$ cat src/source/rsv_macros.svh
`ifndef RSV_MACROS_SVH
`define RSV_MACROS_SVH

// table geometry
`define RSV_ENTRY_NUMS      16
`define RSV_IDX_WIDTH       4

// physical register tag
`define PRF_CODE_WIDTH      6

// dispatch lanes into the table
`define RSV_DSP_LANES       2

// writeback broadcast lanes
`define RSV_WB_LANES        2

// issue read ports
`define RSV_ISSUE_PORTS     2

`endif

$ cat src/source/rsv_src_pkg.sv
`include "rsv_macros.svh"

package rsv_src_pkg;

    // physical register tag, register zero is always available
    typedef logic [`PRF_CODE_WIDTH - 1 : 0] prf_code_t;

    // index of one reservation entry
    typedef logic [`RSV_IDX_WIDTH - 1 : 0] rsv_idx_t;

    // one bit per entry
    // used for oldest vectors, write enables, valid and ready
    typedef logic [`RSV_ENTRY_NUMS - 1 : 0] rsv_vec_t;

endpackage

$ cat src/source/rsv_src_alloc.sv
`timescale 1ns/1ns

`include "rsv_macros.svh"

module rsv_src_alloc (
    input  logic                    i_csr_trap_flush,
    input  logic                    i_exu_mis_flush,
    input  logic                    i_exu_ls_flush,
    input  logic                    i_arb_stall,

    input  logic                    i_dsp_vld        [`RSV_DSP_LANES],
    input  rsv_src_pkg::rsv_idx_t   i_dsp_free_entry [`RSV_DSP_LANES],
    input  logic                    i_dsp_src_vld    [`RSV_DSP_LANES],
    input  rsv_src_pkg::prf_code_t  i_dsp_prf_code   [`RSV_DSP_LANES],

    output logic                    o_dsp_rdy,
    output logic                    o_flush,
    output rsv_src_pkg::rsv_vec_t   o_wr_en,
    output rsv_src_pkg::prf_code_t  o_wr_prf_code [`RSV_ENTRY_NUMS],
    output rsv_src_pkg::rsv_vec_t   o_wr_src_vld,
    output rsv_src_pkg::rsv_vec_t   o_wr_init_rdy
);

    import rsv_src_pkg::*;

    logic [`RSV_DSP_LANES - 1 : 0] lane_acc;
    logic [`RSV_DSP_LANES - 1 : 0] lane_init_rdy;

    assign o_flush   = i_csr_trap_flush | i_exu_mis_flush | i_exu_ls_flush;
    assign o_dsp_rdy = ~i_arb_stall & ~o_flush;

    // ready at once with no source or with register zero
    always_comb begin
        for (int l = 0; l < `RSV_DSP_LANES; l++) begin
            lane_acc[l]      = i_dsp_vld[l] & o_dsp_rdy;
            lane_init_rdy[l] = ~i_dsp_src_vld[l] | (i_dsp_prf_code[l] == '0);
        end
    end

    // lanes name distinct entries, so an OR of the hits is the mux
    always_comb begin
        for (int e = 0; e < `RSV_ENTRY_NUMS; e++) begin
            o_wr_en[e]       = 1'b0;
            o_wr_prf_code[e] = '0;
            o_wr_src_vld[e]  = 1'b0;
            o_wr_init_rdy[e] = 1'b0;
            for (int l = 0; l < `RSV_DSP_LANES; l++) begin
                if (lane_acc[l] && (i_dsp_free_entry[l] == rsv_idx_t'(e))) begin
                    o_wr_en[e]       = 1'b1;
                    o_wr_prf_code[e] = o_wr_prf_code[e] | i_dsp_prf_code[l];
                    o_wr_src_vld[e]  = o_wr_src_vld[e] | i_dsp_src_vld[l];
                    o_wr_init_rdy[e] = o_wr_init_rdy[e] | lane_init_rdy[l];
                end
            end
        end
    end

    // the free list upstream must never hand one entry to two lanes
    always_comb begin
        for (int a = 0; a < `RSV_DSP_LANES; a++) begin
            for (int b = a + 1; b < `RSV_DSP_LANES; b++) begin
                assert final (!(lane_acc[a] && lane_acc[b]
                                && (i_dsp_free_entry[a] == i_dsp_free_entry[b])))
                else
                    $error("dispatch lanes %0d and %0d both target entry %0d",
                           a, b, i_dsp_free_entry[a]);
            end
        end
    end

endmodule

$ cat src/source/rsv_src_table.sv
`timescale 1ns/1ns

`include "rsv_macros.svh"

module rsv_src_table (
    input  logic                    clk,
    input  logic                    i_rst_n,

    input  logic                    i_flush,
    input  rsv_src_pkg::rsv_vec_t   i_wr_en,
    input  rsv_src_pkg::prf_code_t  i_wr_prf_code [`RSV_ENTRY_NUMS],
    input  rsv_src_pkg::rsv_vec_t   i_wr_src_vld,
    input  rsv_src_pkg::rsv_vec_t   i_wr_init_rdy,

    input  logic                    i_wb_vld      [`RSV_WB_LANES],
    input  rsv_src_pkg::prf_code_t  i_wb_prf_code [`RSV_WB_LANES],

    output rsv_src_pkg::rsv_vec_t   o_src_vld,
    output rsv_src_pkg::prf_code_t  o_src_prf_code [`RSV_ENTRY_NUMS],
    output rsv_src_pkg::rsv_vec_t   o_src_rdy
);

    import rsv_src_pkg::*;

    rsv_vec_t  src_vld_r;
    rsv_vec_t  src_rdy_r;
    prf_code_t src_prf_code_r [`RSV_ENTRY_NUMS];

    rsv_vec_t  wb_hit;
    rsv_vec_t  src_vld_nxt;
    rsv_vec_t  src_rdy_nxt;

    // wakeup compare, every stored tag against every writeback tag
    always_comb begin
        for (int e = 0; e < `RSV_ENTRY_NUMS; e++) begin
            wb_hit[e] = 1'b0;
            for (int l = 0; l < `RSV_WB_LANES; l++) begin
                wb_hit[e] = wb_hit[e]
                          | (i_wb_vld[l] & (i_wb_prf_code[l] == src_prf_code_r[e]));
            end
        end
    end

    // flush, then dispatch, then wakeup, else hold
    always_comb begin
        if (i_flush) begin
            src_vld_nxt = '0;
            src_rdy_nxt = '0;
        end else begin
            src_vld_nxt = (i_wr_en & i_wr_src_vld) | (~i_wr_en & src_vld_r);
            src_rdy_nxt = (i_wr_en & i_wr_init_rdy)
                        | (~i_wr_en & (src_rdy_r | wb_hit));
        end
    end

    always_ff @(posedge clk) begin
        if (!i_rst_n) begin
            src_vld_r <= '0;
            src_rdy_r <= '0;
        end else begin
            src_vld_r <= src_vld_nxt;
            src_rdy_r <= src_rdy_nxt;
        end
    end

    // tags survive a flush
    always_ff @(posedge clk) begin
        for (int e = 0; e < `RSV_ENTRY_NUMS; e++) begin
            if (!i_rst_n) begin
                src_prf_code_r[e] <= '0;
            end else if (i_wr_en[e]) begin
                src_prf_code_r[e] <= i_wr_prf_code[e];
            end
        end
    end

    assign o_src_vld      = src_vld_r;
    assign o_src_prf_code = src_prf_code_r;
    assign o_src_rdy      = src_rdy_r;

    // flush merged in alloc must leave nothing ready or valid
    a_flush_clears : assert property (
        @(posedge clk) disable iff (!i_rst_n)
        i_flush |=> ((o_src_rdy == '0) && (o_src_vld == '0))
    ) else
        $error("table not cleared after flush, rdy %h vld %h", o_src_rdy, o_src_vld);

endmodule

$ cat src/source/rsv_src_issue_read.sv
`timescale 1ns/1ns

`include "rsv_macros.svh"

module rsv_src_issue_read (
    input  rsv_src_pkg::rsv_vec_t   i_issue_oldest_vec [`RSV_ISSUE_PORTS],
    input  rsv_src_pkg::rsv_vec_t   i_src_vld,
    input  rsv_src_pkg::prf_code_t  i_src_prf_code     [`RSV_ENTRY_NUMS],
    output logic                    o_issue_src_vld    [`RSV_ISSUE_PORTS],
    output rsv_src_pkg::prf_code_t  o_issue_prf_code   [`RSV_ISSUE_PORTS]
);

    import rsv_src_pkg::*;

    rsv_idx_t sel_idx [`RSV_ISSUE_PORTS];

    // one-hot to index by ORing the set bit positions
    always_comb begin
        for (int p = 0; p < `RSV_ISSUE_PORTS; p++) begin
            sel_idx[p] = '0;
            for (int e = 0; e < `RSV_ENTRY_NUMS; e++) begin
                if (i_issue_oldest_vec[p][e]) begin
                    sel_idx[p] = sel_idx[p] | rsv_idx_t'(e);
                end
            end
        end
    end

    // empty vector reads zeros
    always_comb begin
        for (int p = 0; p < `RSV_ISSUE_PORTS; p++) begin
            if (|i_issue_oldest_vec[p]) begin
                o_issue_src_vld[p]  = i_src_vld[sel_idx[p]];
                o_issue_prf_code[p] = i_src_prf_code[sel_idx[p]];
            end else begin
                o_issue_src_vld[p]  = 1'b0;
                o_issue_prf_code[p] = '0;
            end
        end
    end

    // age matrix upstream selects at most one entry per port
    always_comb begin
        for (int p = 0; p < `RSV_ISSUE_PORTS; p++) begin
            assert final ($onehot0(i_issue_oldest_vec[p]))
            else
                $error("issue port %0d oldest vector not one-hot: %h",
                       p, i_issue_oldest_vec[p]);
        end
    end

endmodule

$ cat src/source/rsv_src_top.sv
`timescale 1ns/1ns

`include "rsv_macros.svh"

module rsv_src_top (
    input  logic                    clk,
    input  logic                    i_rst_n,

    input  logic                    i_csr_trap_flush,
    input  logic                    i_exu_mis_flush,
    input  logic                    i_exu_ls_flush,
    input  logic                    i_arb_stall,

    input  logic                    i_dsp_vld        [`RSV_DSP_LANES],
    input  rsv_src_pkg::rsv_idx_t   i_dsp_free_entry [`RSV_DSP_LANES],
    input  logic                    i_dsp_src_vld    [`RSV_DSP_LANES],
    input  rsv_src_pkg::prf_code_t  i_dsp_prf_code   [`RSV_DSP_LANES],
    output logic                    o_dsp_rdy,

    input  logic                    i_wb_vld         [`RSV_WB_LANES],
    input  rsv_src_pkg::prf_code_t  i_wb_prf_code    [`RSV_WB_LANES],

    input  rsv_src_pkg::rsv_vec_t   i_issue_oldest_vec [`RSV_ISSUE_PORTS],
    output logic                    o_issue_src_vld    [`RSV_ISSUE_PORTS],
    output rsv_src_pkg::prf_code_t  o_issue_prf_code   [`RSV_ISSUE_PORTS],

    output rsv_src_pkg::rsv_vec_t   o_src_rdy
);

    // per entry write data from dispatch
    logic                   flush;
    rsv_src_pkg::rsv_vec_t  wr_en;
    rsv_src_pkg::prf_code_t wr_prf_code [`RSV_ENTRY_NUMS];
    rsv_src_pkg::rsv_vec_t  wr_src_vld;
    rsv_src_pkg::rsv_vec_t  wr_init_rdy;

    // registered table state
    rsv_src_pkg::rsv_vec_t  src_vld;
    rsv_src_pkg::prf_code_t src_prf_code [`RSV_ENTRY_NUMS];

    rsv_src_alloc alloc_i (
        .i_csr_trap_flush   (i_csr_trap_flush),
        .i_exu_mis_flush    (i_exu_mis_flush),
        .i_exu_ls_flush     (i_exu_ls_flush),
        .i_arb_stall        (i_arb_stall),
        .i_dsp_vld          (i_dsp_vld),
        .i_dsp_free_entry   (i_dsp_free_entry),
        .i_dsp_src_vld      (i_dsp_src_vld),
        .i_dsp_prf_code     (i_dsp_prf_code),
        .o_dsp_rdy          (o_dsp_rdy),
        .o_flush            (flush),
        .o_wr_en            (wr_en),
        .o_wr_prf_code      (wr_prf_code),
        .o_wr_src_vld       (wr_src_vld),
        .o_wr_init_rdy      (wr_init_rdy)
    );

    rsv_src_table table_i (
        .clk                (clk),
        .i_rst_n            (i_rst_n),
        .i_flush            (flush),
        .i_wr_en            (wr_en),
        .i_wr_prf_code      (wr_prf_code),
        .i_wr_src_vld       (wr_src_vld),
        .i_wr_init_rdy      (wr_init_rdy),
        .i_wb_vld           (i_wb_vld),
        .i_wb_prf_code      (i_wb_prf_code),
        .o_src_vld          (src_vld),
        .o_src_prf_code     (src_prf_code),
        .o_src_rdy          (o_src_rdy)
    );

    rsv_src_issue_read issue_read_i (
        .i_issue_oldest_vec (i_issue_oldest_vec),
        .i_src_vld          (src_vld),
        .i_src_prf_code     (src_prf_code),
        .o_issue_src_vld    (o_issue_src_vld),
        .o_issue_prf_code   (o_issue_prf_code)
    );

endmodule

$ cat config.mk
export PLATFORM = sky130hd
export DESIGN_NAME = rsv_src_top
export DESIGN_NICKNAME = d
export VERILOG_FILES = /design/src/source/rsv_src_pkg.sv /design/src/source/rsv_src_alloc.sv /design/src/source/rsv_src_table.sv /design/src/source/rsv_src_issue_read.sv /design/src/source/rsv_src_top.sv
export VERILOG_INCLUDE_DIRS = /design/src /design/src/source
export SDC_FILE = /design/constraint.sdc
export NUM_CORES = 1
export LEC_CHECK = 0
export BUFFER_PORTS_ARGS = -buffer_cell sky130_fd_sc_hd__buf_4
export CAP_MARGIN = 20
export CORE_MARGIN = 3
export CORE_UTILIZATION = 55
export DETAILED_ROUTE_END_ITERATION = 16
export GPL_ROUTABILITY_DRIVEN = 0
export PLACE_DENSITY_LB_ADDON = 0.15
export SYNTH_ARGS = -nofsm -noshare
export SYNTH_HDL_FRONTEND = slang
export SYNTH_SLANG_ARGS = --single-unit
export TNS_END_PERCENT = 20
$ cat constraint.sdc
create_clock -name clk -period 2.4 [get_ports clk]
set_clock_uncertainty 0.05 [all_clocks]
set_input_delay 0.48 -clock clk [delete_from_list [all_inputs] [get_ports clk]]
set_output_delay 0.48 -clock clk [all_outputs]
set_load 0.01 [all_outputs]
==> Word-level counts from Yosys, hierarchy flattened <==
Index checks and enable logic that the tools add are counted.
{ "totals": {"register_bits": 128, "output_inout_bits": 31, "wordCells": 413} }
{ "op_classes": {"n_lt_le_gt_ge": 4, "n_eq_ne": 62, "muxes": 172, "n_bitwise": 118, "reduce_logical": 39} }
{ "ops": {"columns": ["op", "n"], "rows": [
  ["2-to-1 mux 6 bit", 38],
  ["== test 6 bit", 32],
  ["2-to-1 mux 1 bit", 102],
  ["OR 6 bit", 16],
  ["AND 16 bit", 4],
  ["== test 4 bit (second input constant)", 16],
  ["2-to-1 mux 4 bit", 16],
  ["OR 1 bit", 52],
  ["binary-select mux 6 bit (select 4 bit)", 2],
  ["OR 16 bit", 3],
  ["AND 1 bit", 35],
  ["== test 4 x 3 -> 1 bit (second input constant)", 8],
  ["logical AND 1 bit", 32],
  ["OR reduction 16 bit", 2],
  ["2-to-1 mux 3 bit", 8],
  ["== test 4 x 2 -> 1 bit (second input constant)", 4],
  ["inverter 16 bit", 1],
  ["zero test 6 bit", 2],
  [">= comparator 5 bit (second input constant)", 2],
  ["less-than comparator 4 x 5 -> 1 bit (second input constant)", 2],
  ["inverter 4 -> 5 bit", 2],
  ["binary-select mux 1 bit (select 4 bit)", 2],
  ["== test 4 x 1 -> 1 bit (second input constant)", 2],
  ["zero test 4 bit", 2],
  ["other kinds (3)", 10]
]} }

==> Longest topological paths before layout <==
Gate-level depths: netlist (run 1).
{ "logic_depth": {"word_depth": 20, "mapped_depth": 9} }

==> By module <==
A second synthesis (run 1) with hierarchy kept.
{ "hier_totals": {"hier_cells": 1244, "area_unflattened_um2": 11588.6} }
{ "by_module_without_submodules": {"columns": ["mod", "n_inst", "cells_per_inst", "area_each_um2", "seq_area_each_um2"], "rows": [
  ["rsv_src_table", 1, 714, 7195.7, 2562.5],
  ["rsv_src_issue_read", 1, 242, 2209.6, 0.0],
  ["rsv_src_alloc", 1, 288, 2183.3, 0.0]
]} }

==> Least setup slack after synthesis (run 1) <==
Ideal clock, no wire load.
{ "synth_path": {"kind": "in2out", "from": "input port i_issue_oldest_vec[31] (netlist bit)", "to": "output port o_issue_prf_code[10] (netlist bit)", "t_arrival_ns": 2.127, "t_required_ns": 1.870, "setup_slack_ns": -0.257, "cell_stages": 7, "n_path_buf": 2, "cell_sequence": "nor4_1 -> nand2_1 -> buf_2 -> buf_2 -> a21oi_1 -> a2bb2oi_1 -> o211ai_1"} }
{ "synth_rtl": {"columns": ["item", "line", "text"], "rows": [
  ["start: declaration", "rsv_src_top.sv:23", "input rsv_src_pkg::rsv_vec_t i_issue_oldest_vec [`RSV_ISSUE_PORTS],"],
  ["end: declaration", "rsv_src_top.sv:25", "output rsv_src_pkg::prf_code_t o_issue_prf_code [`RSV_ISSUE_PORTS],"]
]} }

==> impl_metrics.yaml, run 1 <==
run_status:
  violations: "setup timing"
  status: "finished, violations left"
power_and_ir_drop:
  power.density_nw_per_um2: 427.2
  totalPowerFinal_w: 0.005487
  leakage_nw: 4.863
  irDropWorstVdd_mv: 0.3920
die:
  die_w_um: 141.3
  start_util_pct: 57.20
  rows: 48
  dieArea_um2: 19960
  core_area_um2: 17600
  die_height_um: 141.3
  io_pins: 107
synthesis:
  synth_cell_type_count: 45
  synth_common_cells: "nand2_1, a22oi_1, dfxtp_1"
  netlist_instances: 1296
  yosysTopAreaCell: "dfxtp_1"
  ys_ff_latch: 128
  yosys.area_share.simple_pct: 24.47
  yosys.area.top_type_share_pct: 25.46
  synthArstFlopShare_pct: 0
  synth_compound_area_share_pct: 22.36
  synth.area.top_cells: "dfxtp_1, a22oi_1, nand2_1"
  synthXorXnorAreaFrac_pct: 16.71
  synth-main-ff-cell: "dfxtp_1"
  ys_seq_area_share_pct: 25.46
  synthesis.nets: 1372
  synth_area_um2: 10070
  yosys_warnings: 0
  synth_mux_area_share_pct: 6.936
  synth-edff-count: 0
  synthAdderAreaFrac_pct: 0
  syn_area_per_cell_um2: 7.767
  synth.most_common_cell: "nand2_1"
  synth_top_family_by_area: "simple AND/OR/NAND/NOR gates"
setup_path:
  slowest_stage: "nor4_4"
  r2r_cells: 6
  r2r_slack_ns: 0.45
  cp.depth: 10
  path_cells: "buf_6, nor4_4, buf_4, nand2_8, buf_16, mux2i_1, mux2i_1, a22oi_2, o221ai_1, buf_4"
  r2r-end: "table_i.o_src_rdy[7]"
  critPathLaunch: "i_issue_oldest_vec[26]"
  criticalPathCategory: "input port to output pin"
  cp_max_fo: 8
  critPathLaunchType: "input port"
  cp_num_buf_inv: 4
  max_stage_delay_ns: 0.28
  required_ns: 1.87
  arrival_ns: 2.24
  r2r_start: "table_i.o_src_prf_code[48]"
  cpLargestDelayFamily: "buffers and inverters"
  crit_path_end_kind: "output pin"
sta:
  slew_viol_final: 0
  final_hold_viol_count: 0
  setup_viol: 14
  rsz0062_at_grt: "yes"
  max-slew-margin-rel_pct: 41.73
  fmaxAchievable_mhz: 361.6
  min_period_ns: 2.765
  worstMarginPinSlew_ns: 0.8741
  layout_setup_ws_ns: -0.3654
  period_share_pct: 115.2
grt:
  grt_use_total_pct: 40.77
  antenna_found_initial: 0
  overflow: 0
  grt_max_degree: 97
  grt_pass1_wl_um: 63310
  grt_pass1_vias: 10757
clocking:
  clock-sinks: 128
  clkLatencyLatePin_ns: 0.42
  hold_buffers: 0
  path_clk_slew_ns: 0.05
  clockBufferDepth: 2
  root_buffer: "clkbuf_16"
  cts_tree: "yes"
  cts_buffers: 17
  htree_levels: 4
routing:
  routedWlPerCell_um: 25.09
  drt_iter0_markers: 2200
  wirelength_um: 42350
  viasPerCell: 6.940
  dr.pass1.iters: 6
  ant_nets: 0
  vias: 11714
  drc: 0
placement:
  dp_hpwl_um: 29080
  io_buffers: 106
flow_run:
  max-cap-violations: 0
cells_and_area:
  area_growth_pct: 27.60
  fin_util_pct: 72.99
  fin_nets: 1526
  layout-drive-gt1-share_pct: 24.20
  n_antenna_cell: 0
hold_path:
  hold_class: "flop to flop"
  hold_depth: 2
[placed cells by master, fill, tap and decap left out, types with 3 or more instances in the layout]
master | synthesis | routed
buf_12 | 0 | 8
xnor2_1 | 96 | 96
dfxtp_1 | 128 | 128
o31ai_1 | 5 | 5
buf_6 | 0 | 4
clkinvlp_4 | 0 | 3
a22oi_1 | 134 | 128
mux2_2 | 14 | 13
buf_16 | 0 | 5
nor3_2 | 14 | 15
mux2i_1 | 54 | 53
nor4_4 | 4 | 10
o21ai_1 | 1 | 9
nor4_1 | 45 | 36
nand3b_1 | 4 | 4
nand2_1 | 247 | 243
bufinv_16 | 0 | 3
clkinv_4 | 0 | 3
xor2_1 | 96 | 96
o22a_1 | 3 | 3
clkbuf_16 | 0 | 17
nand4_1 | 49 | 49
clkinv_2 | 0 | 3
o221ai_2 | 0 | 5
nand2b_1 | 3 | 3
a21boi_1 | 9 | 9
o21ai_2 | 0 | 9
buf_4 | 0 | 222
a21oi_1 | 36 | 34
a21boi_0 | 87 | 87
a22oi_2 | 0 | 6
nor2_1 | 27 | 27
nor4_2 | 2 | 5
a32oi_1 | 7 | 7
or3_1 | 11 | 11
nand3_1 | 66 | 65
[how the worst max path moves through the flow]
stage	to	slack (ns)
detailed placement	o_issue_prf_code[7]	-0.41
CTS	o_issue_prf_code[10]	-0.25
finish	o_issue_prf_code[9]	-0.37
global route	o_issue_prf_code[9]	-0.38
floorplan	o_issue_prf_code[2]	-0.04
global placement	o_issue_prf_code[7]	-0.41
[logic make-up after synthesis]
kind of cell	Yosys count
simple gates	489
compound gates	314
xor+xnor	192
flops	128
buf+inv	105
mux	68
[final cells by class]
| cell class | instances | area [um2] |
|---|---|---|
| fillers | 1359 | 4753 |
| clock buffers | 19 | 442.9 |
| multi-input cells | 1063 | 7370 |
| repair buffers | 240 | 2024 |
| clock inverters | 13 | 162.7 |
| well taps | 225 | 281.5 |
| flip-flops and latches | 128 | 2562 |
[where the power goes]
| part | switching (W) | internal [W] | total [W] |
|---|---|---|---|
| combinational | 0.000432 | 0.000271 | 0.000703 |
| clock | 0.000983 | 0.00166 | 0.00264 |
| sequential | 0.0000101 | 0.00213 | 0.00214 |
[routing by layer]
layer	vias up	GRT usage, %	share of wire, %
met1	5419	57.03	37
li1	5022	-	-
met3	205	12.87	17
met2	1068	58.19	41
met5	-	0	0
met4	0	16.17	4.6
[tightest hold or removal path, stage by stage, from the launching register on]
cell and delay, ns:
dfxtp_1 0.34, nand2_1 0.07, a21oi_1 0.05
[through the flow]
stage               TNS (ns)  instance area, um2  std cells  hold slack, ns  worst slack, ns
floorplan            -0.2082               10100       1296          0.3917         -0.03822
global placement      -4.297               11740       1639          0.4309          -0.4142
detailed placement    -5.123               11740       1639          0.4368          -0.4124
CTS                   -2.707               12710       1680          0.4447          -0.2474
global route          -4.506               12840       1688          0.4714          -0.3834
finish                -3.765               12840       1688          0.4576          -0.3654
[repair_timing]
item | CTS | global route
gates resized for setup | 60 | 14
cloned | 5 | 0
pin swaps | 20 | 7
buffers inserted | 4 | 8
endpoints found under the setup margin | 14 | 14
Power figures use the tool's default switching activity.
==> inputs of run 2 (changes only) <==
- PLACE_DENSITY: default -> 0.78
- PLACE_DENSITY_LB_ADDON: 0.15 -> default
==> run 2 against run 1 <==
Effect of this change:
- the run still ends with setup timing left
- via count up 2.2%
- global-route usage rose by 2.0 points
- die area unchanged
- final area decreased by 1.6%
- clock power down 3%
- utilization is 1.2 points lower
- critical endpoint unchanged
- final cell count is 0.65% lower
- fmax fell by 3.3%
- register-to-register slack better by 0.17 ns
- highest routed layer is now met5
- hold slack got worse by 0.017 ns
- first-iteration DRC count down 2.7%
==> impl_metrics.yaml, run 2 (same netlist as run 1, synthesis figures left out) <==
run_status:
  status: "finished, violations left"
  violations: "setup timing"
sta:
  layout_setup_ws_ns: -0.4595
  period_share_pct: 119.1
  min_period_ns: 2.860
  setup_viol: 14
  fin_setup_tns_ns: -4.128
  max-slew-margin-rel_pct: 57.31
  final_hold_viol_count: 0
  rsz0062_at_grt: "yes"
  worstMarginPinSlew_ns: 0.6404
  slew_viol_final: 0
  fmaxAchievable_mhz: 349.7
routing:
  drc: 0
  vias: 11971
  ant_nets: 0
  viasPerCell: 7.138
  dr.pass1.iters: 7
  drt_iter0_markers: 2140
  routedWlPerCell_um: 26.44
  wirelength_um: 44350
cells_and_area:
  final_cells: 1677
  area_growth_pct: 25.54
  fillers: 1348
  fin_nets: 1515
  final_common_cell: "nand2_1"
  n_antenna_cell: 0
  layout-drive-gt1-share_pct: 23.55
  layout_common_cells: "nand2_1, buf_4, a22oi_1, dfxtp_1"
setup_path:
  path_cells: "buf_8, nor4_4, buf_4, nand2_8, buf_12, mux2i_2, mux2i_1, a22oi_2, o221ai_2, buf_4"
  cp_max_fo: 8
  cp_common_cell: "buf_4"
  max_stage_delay_ns: 0.30
  required_ns: 1.87
  cpLargestDelayFamily: "buffers and inverters"
  r2r_cells: 7
  crit_path_end_kind: "output pin"
  slowest_stage: "a22oi_2"
  criticalPathCategory: "input port to output pin"
  cp_num_buf_inv: 4
  cp.depth: 10
  critPathLaunchType: "input port"
  arrival_ns: 2.33
placement:
  io_buffers: 106
  dp_slack_ns: -0.6362
  dp_hpwl_um: 29620
  dp_cells: 1641
grt:
  grt_pass1_vias: 11396
  grt_use_total_pct: 42.78
  grt_max_degree: 35
  overflow: 0
  grt_pass1_wl_um: 65970
  antenna_found_initial: 2
clocking:
  htree_levels: 4
  clkLatencyLatePin_ns: 0.42
  root_buffer: "clkbuf_16"
  clock-sinks: 128
  cts_buffers: 17
  path_clk_slew_ns: 0.06
  cts_tree: "yes"
  clockBufferDepth: 2
  hold_buffers: 0
die:
  die_height_um: 141.3
  core_area_um2: 17600
  io_pins: 107
  die_w_um: 141.3
  dieArea_um2: 19960
  rows: 48
  start_util_pct: 57.20
hold_path:
  hold_class: "flop to flop"
  hold_depth: 2
power_and_ir_drop:
  leakage_nw: 4.725
  totalPowerFinal_w: 0.005419
  power.density_nw_per_um2: 428.8
  irDropWorstVdd_mv: 0.3456
flow_run:
  max-cap-violations: 0
run 2: worst reg2reg max path, delay by kind of cell (launching register included):
family	cells	cell delay, ns
AOI/OAI and AO/OA	1	0.14
xor gates and xnor gates	1	0.12
buffers and inverters	1	0.22
DFF	1	0.45
and+or+nand+nor	4	0.72
run 2: through the flow:
stage	hold slack, ns	util, %	instance area, um2
CTS	0.4266	71.43	12570
floorplan	0.3917	-	10100
global placement	0.4111	66.61	11720
detailed placement	0.4198	66.61	11720
global route	0.4404	71.81	12640
finish	0.4410	71.81	12640
run 2: worst paths after layout:
| kind | startpoint | endpoint | slack, ns |
|---|---|---|---|
| worst max-delay path | i_issue_oldest_vec[30] | o_issue_prf_code[9] | -0.46 |
| worst min-delay path | flop | flop | 0.44 |
| worst max register to register | table_i.o_src_prf_code[36] | table_i.o_src_rdy[9] | 0.62 |
| worst min register to register | flop | flop | 0.44 |
run 2: area by class of cell:
class / instances / area [um2] / area share, %
timing repair buffer: 229 / 1868 / 14.78
multi-input combinational: 1063 / 7342 / 58.10
sequential: 128 / 2562 / 20.28
clock inverter: 13 / 140.1 / 1.109
clock buffer: 19 / 442.9 / 3.505
tap: 225 / 281.5 / 2.228
run 2: per-layer routing:
metal / up-vias / GRT usage, % / part of all wire [%]
li1: 4992 / - / -
met1: 5444 / 55.12 / 35
met2: 1222 / 61.30 / 40
met3: 311 / 16.65 / 18
met4: 2 / 23.30 / 7.1
met5: - / 0 / 0.032
run 2: timing repair:
item / in CTS / in global routing
gates cloned: 3 / 0
buffers inserted: 2 / 0
gates resized for setup: 49 / 14
pin swaps: 15 / 6
endpoints found under the setup margin: 14 / 14
run 2: where the power goes:
group,switching [W],leakage (nW),total [W],internal (W)
clock,0.00100,0.275,0.00255,0.00155
combinational,0.000466,3.42,0.000726,0.000260
sequential,0.00000906,1.03,0.00214,0.00213
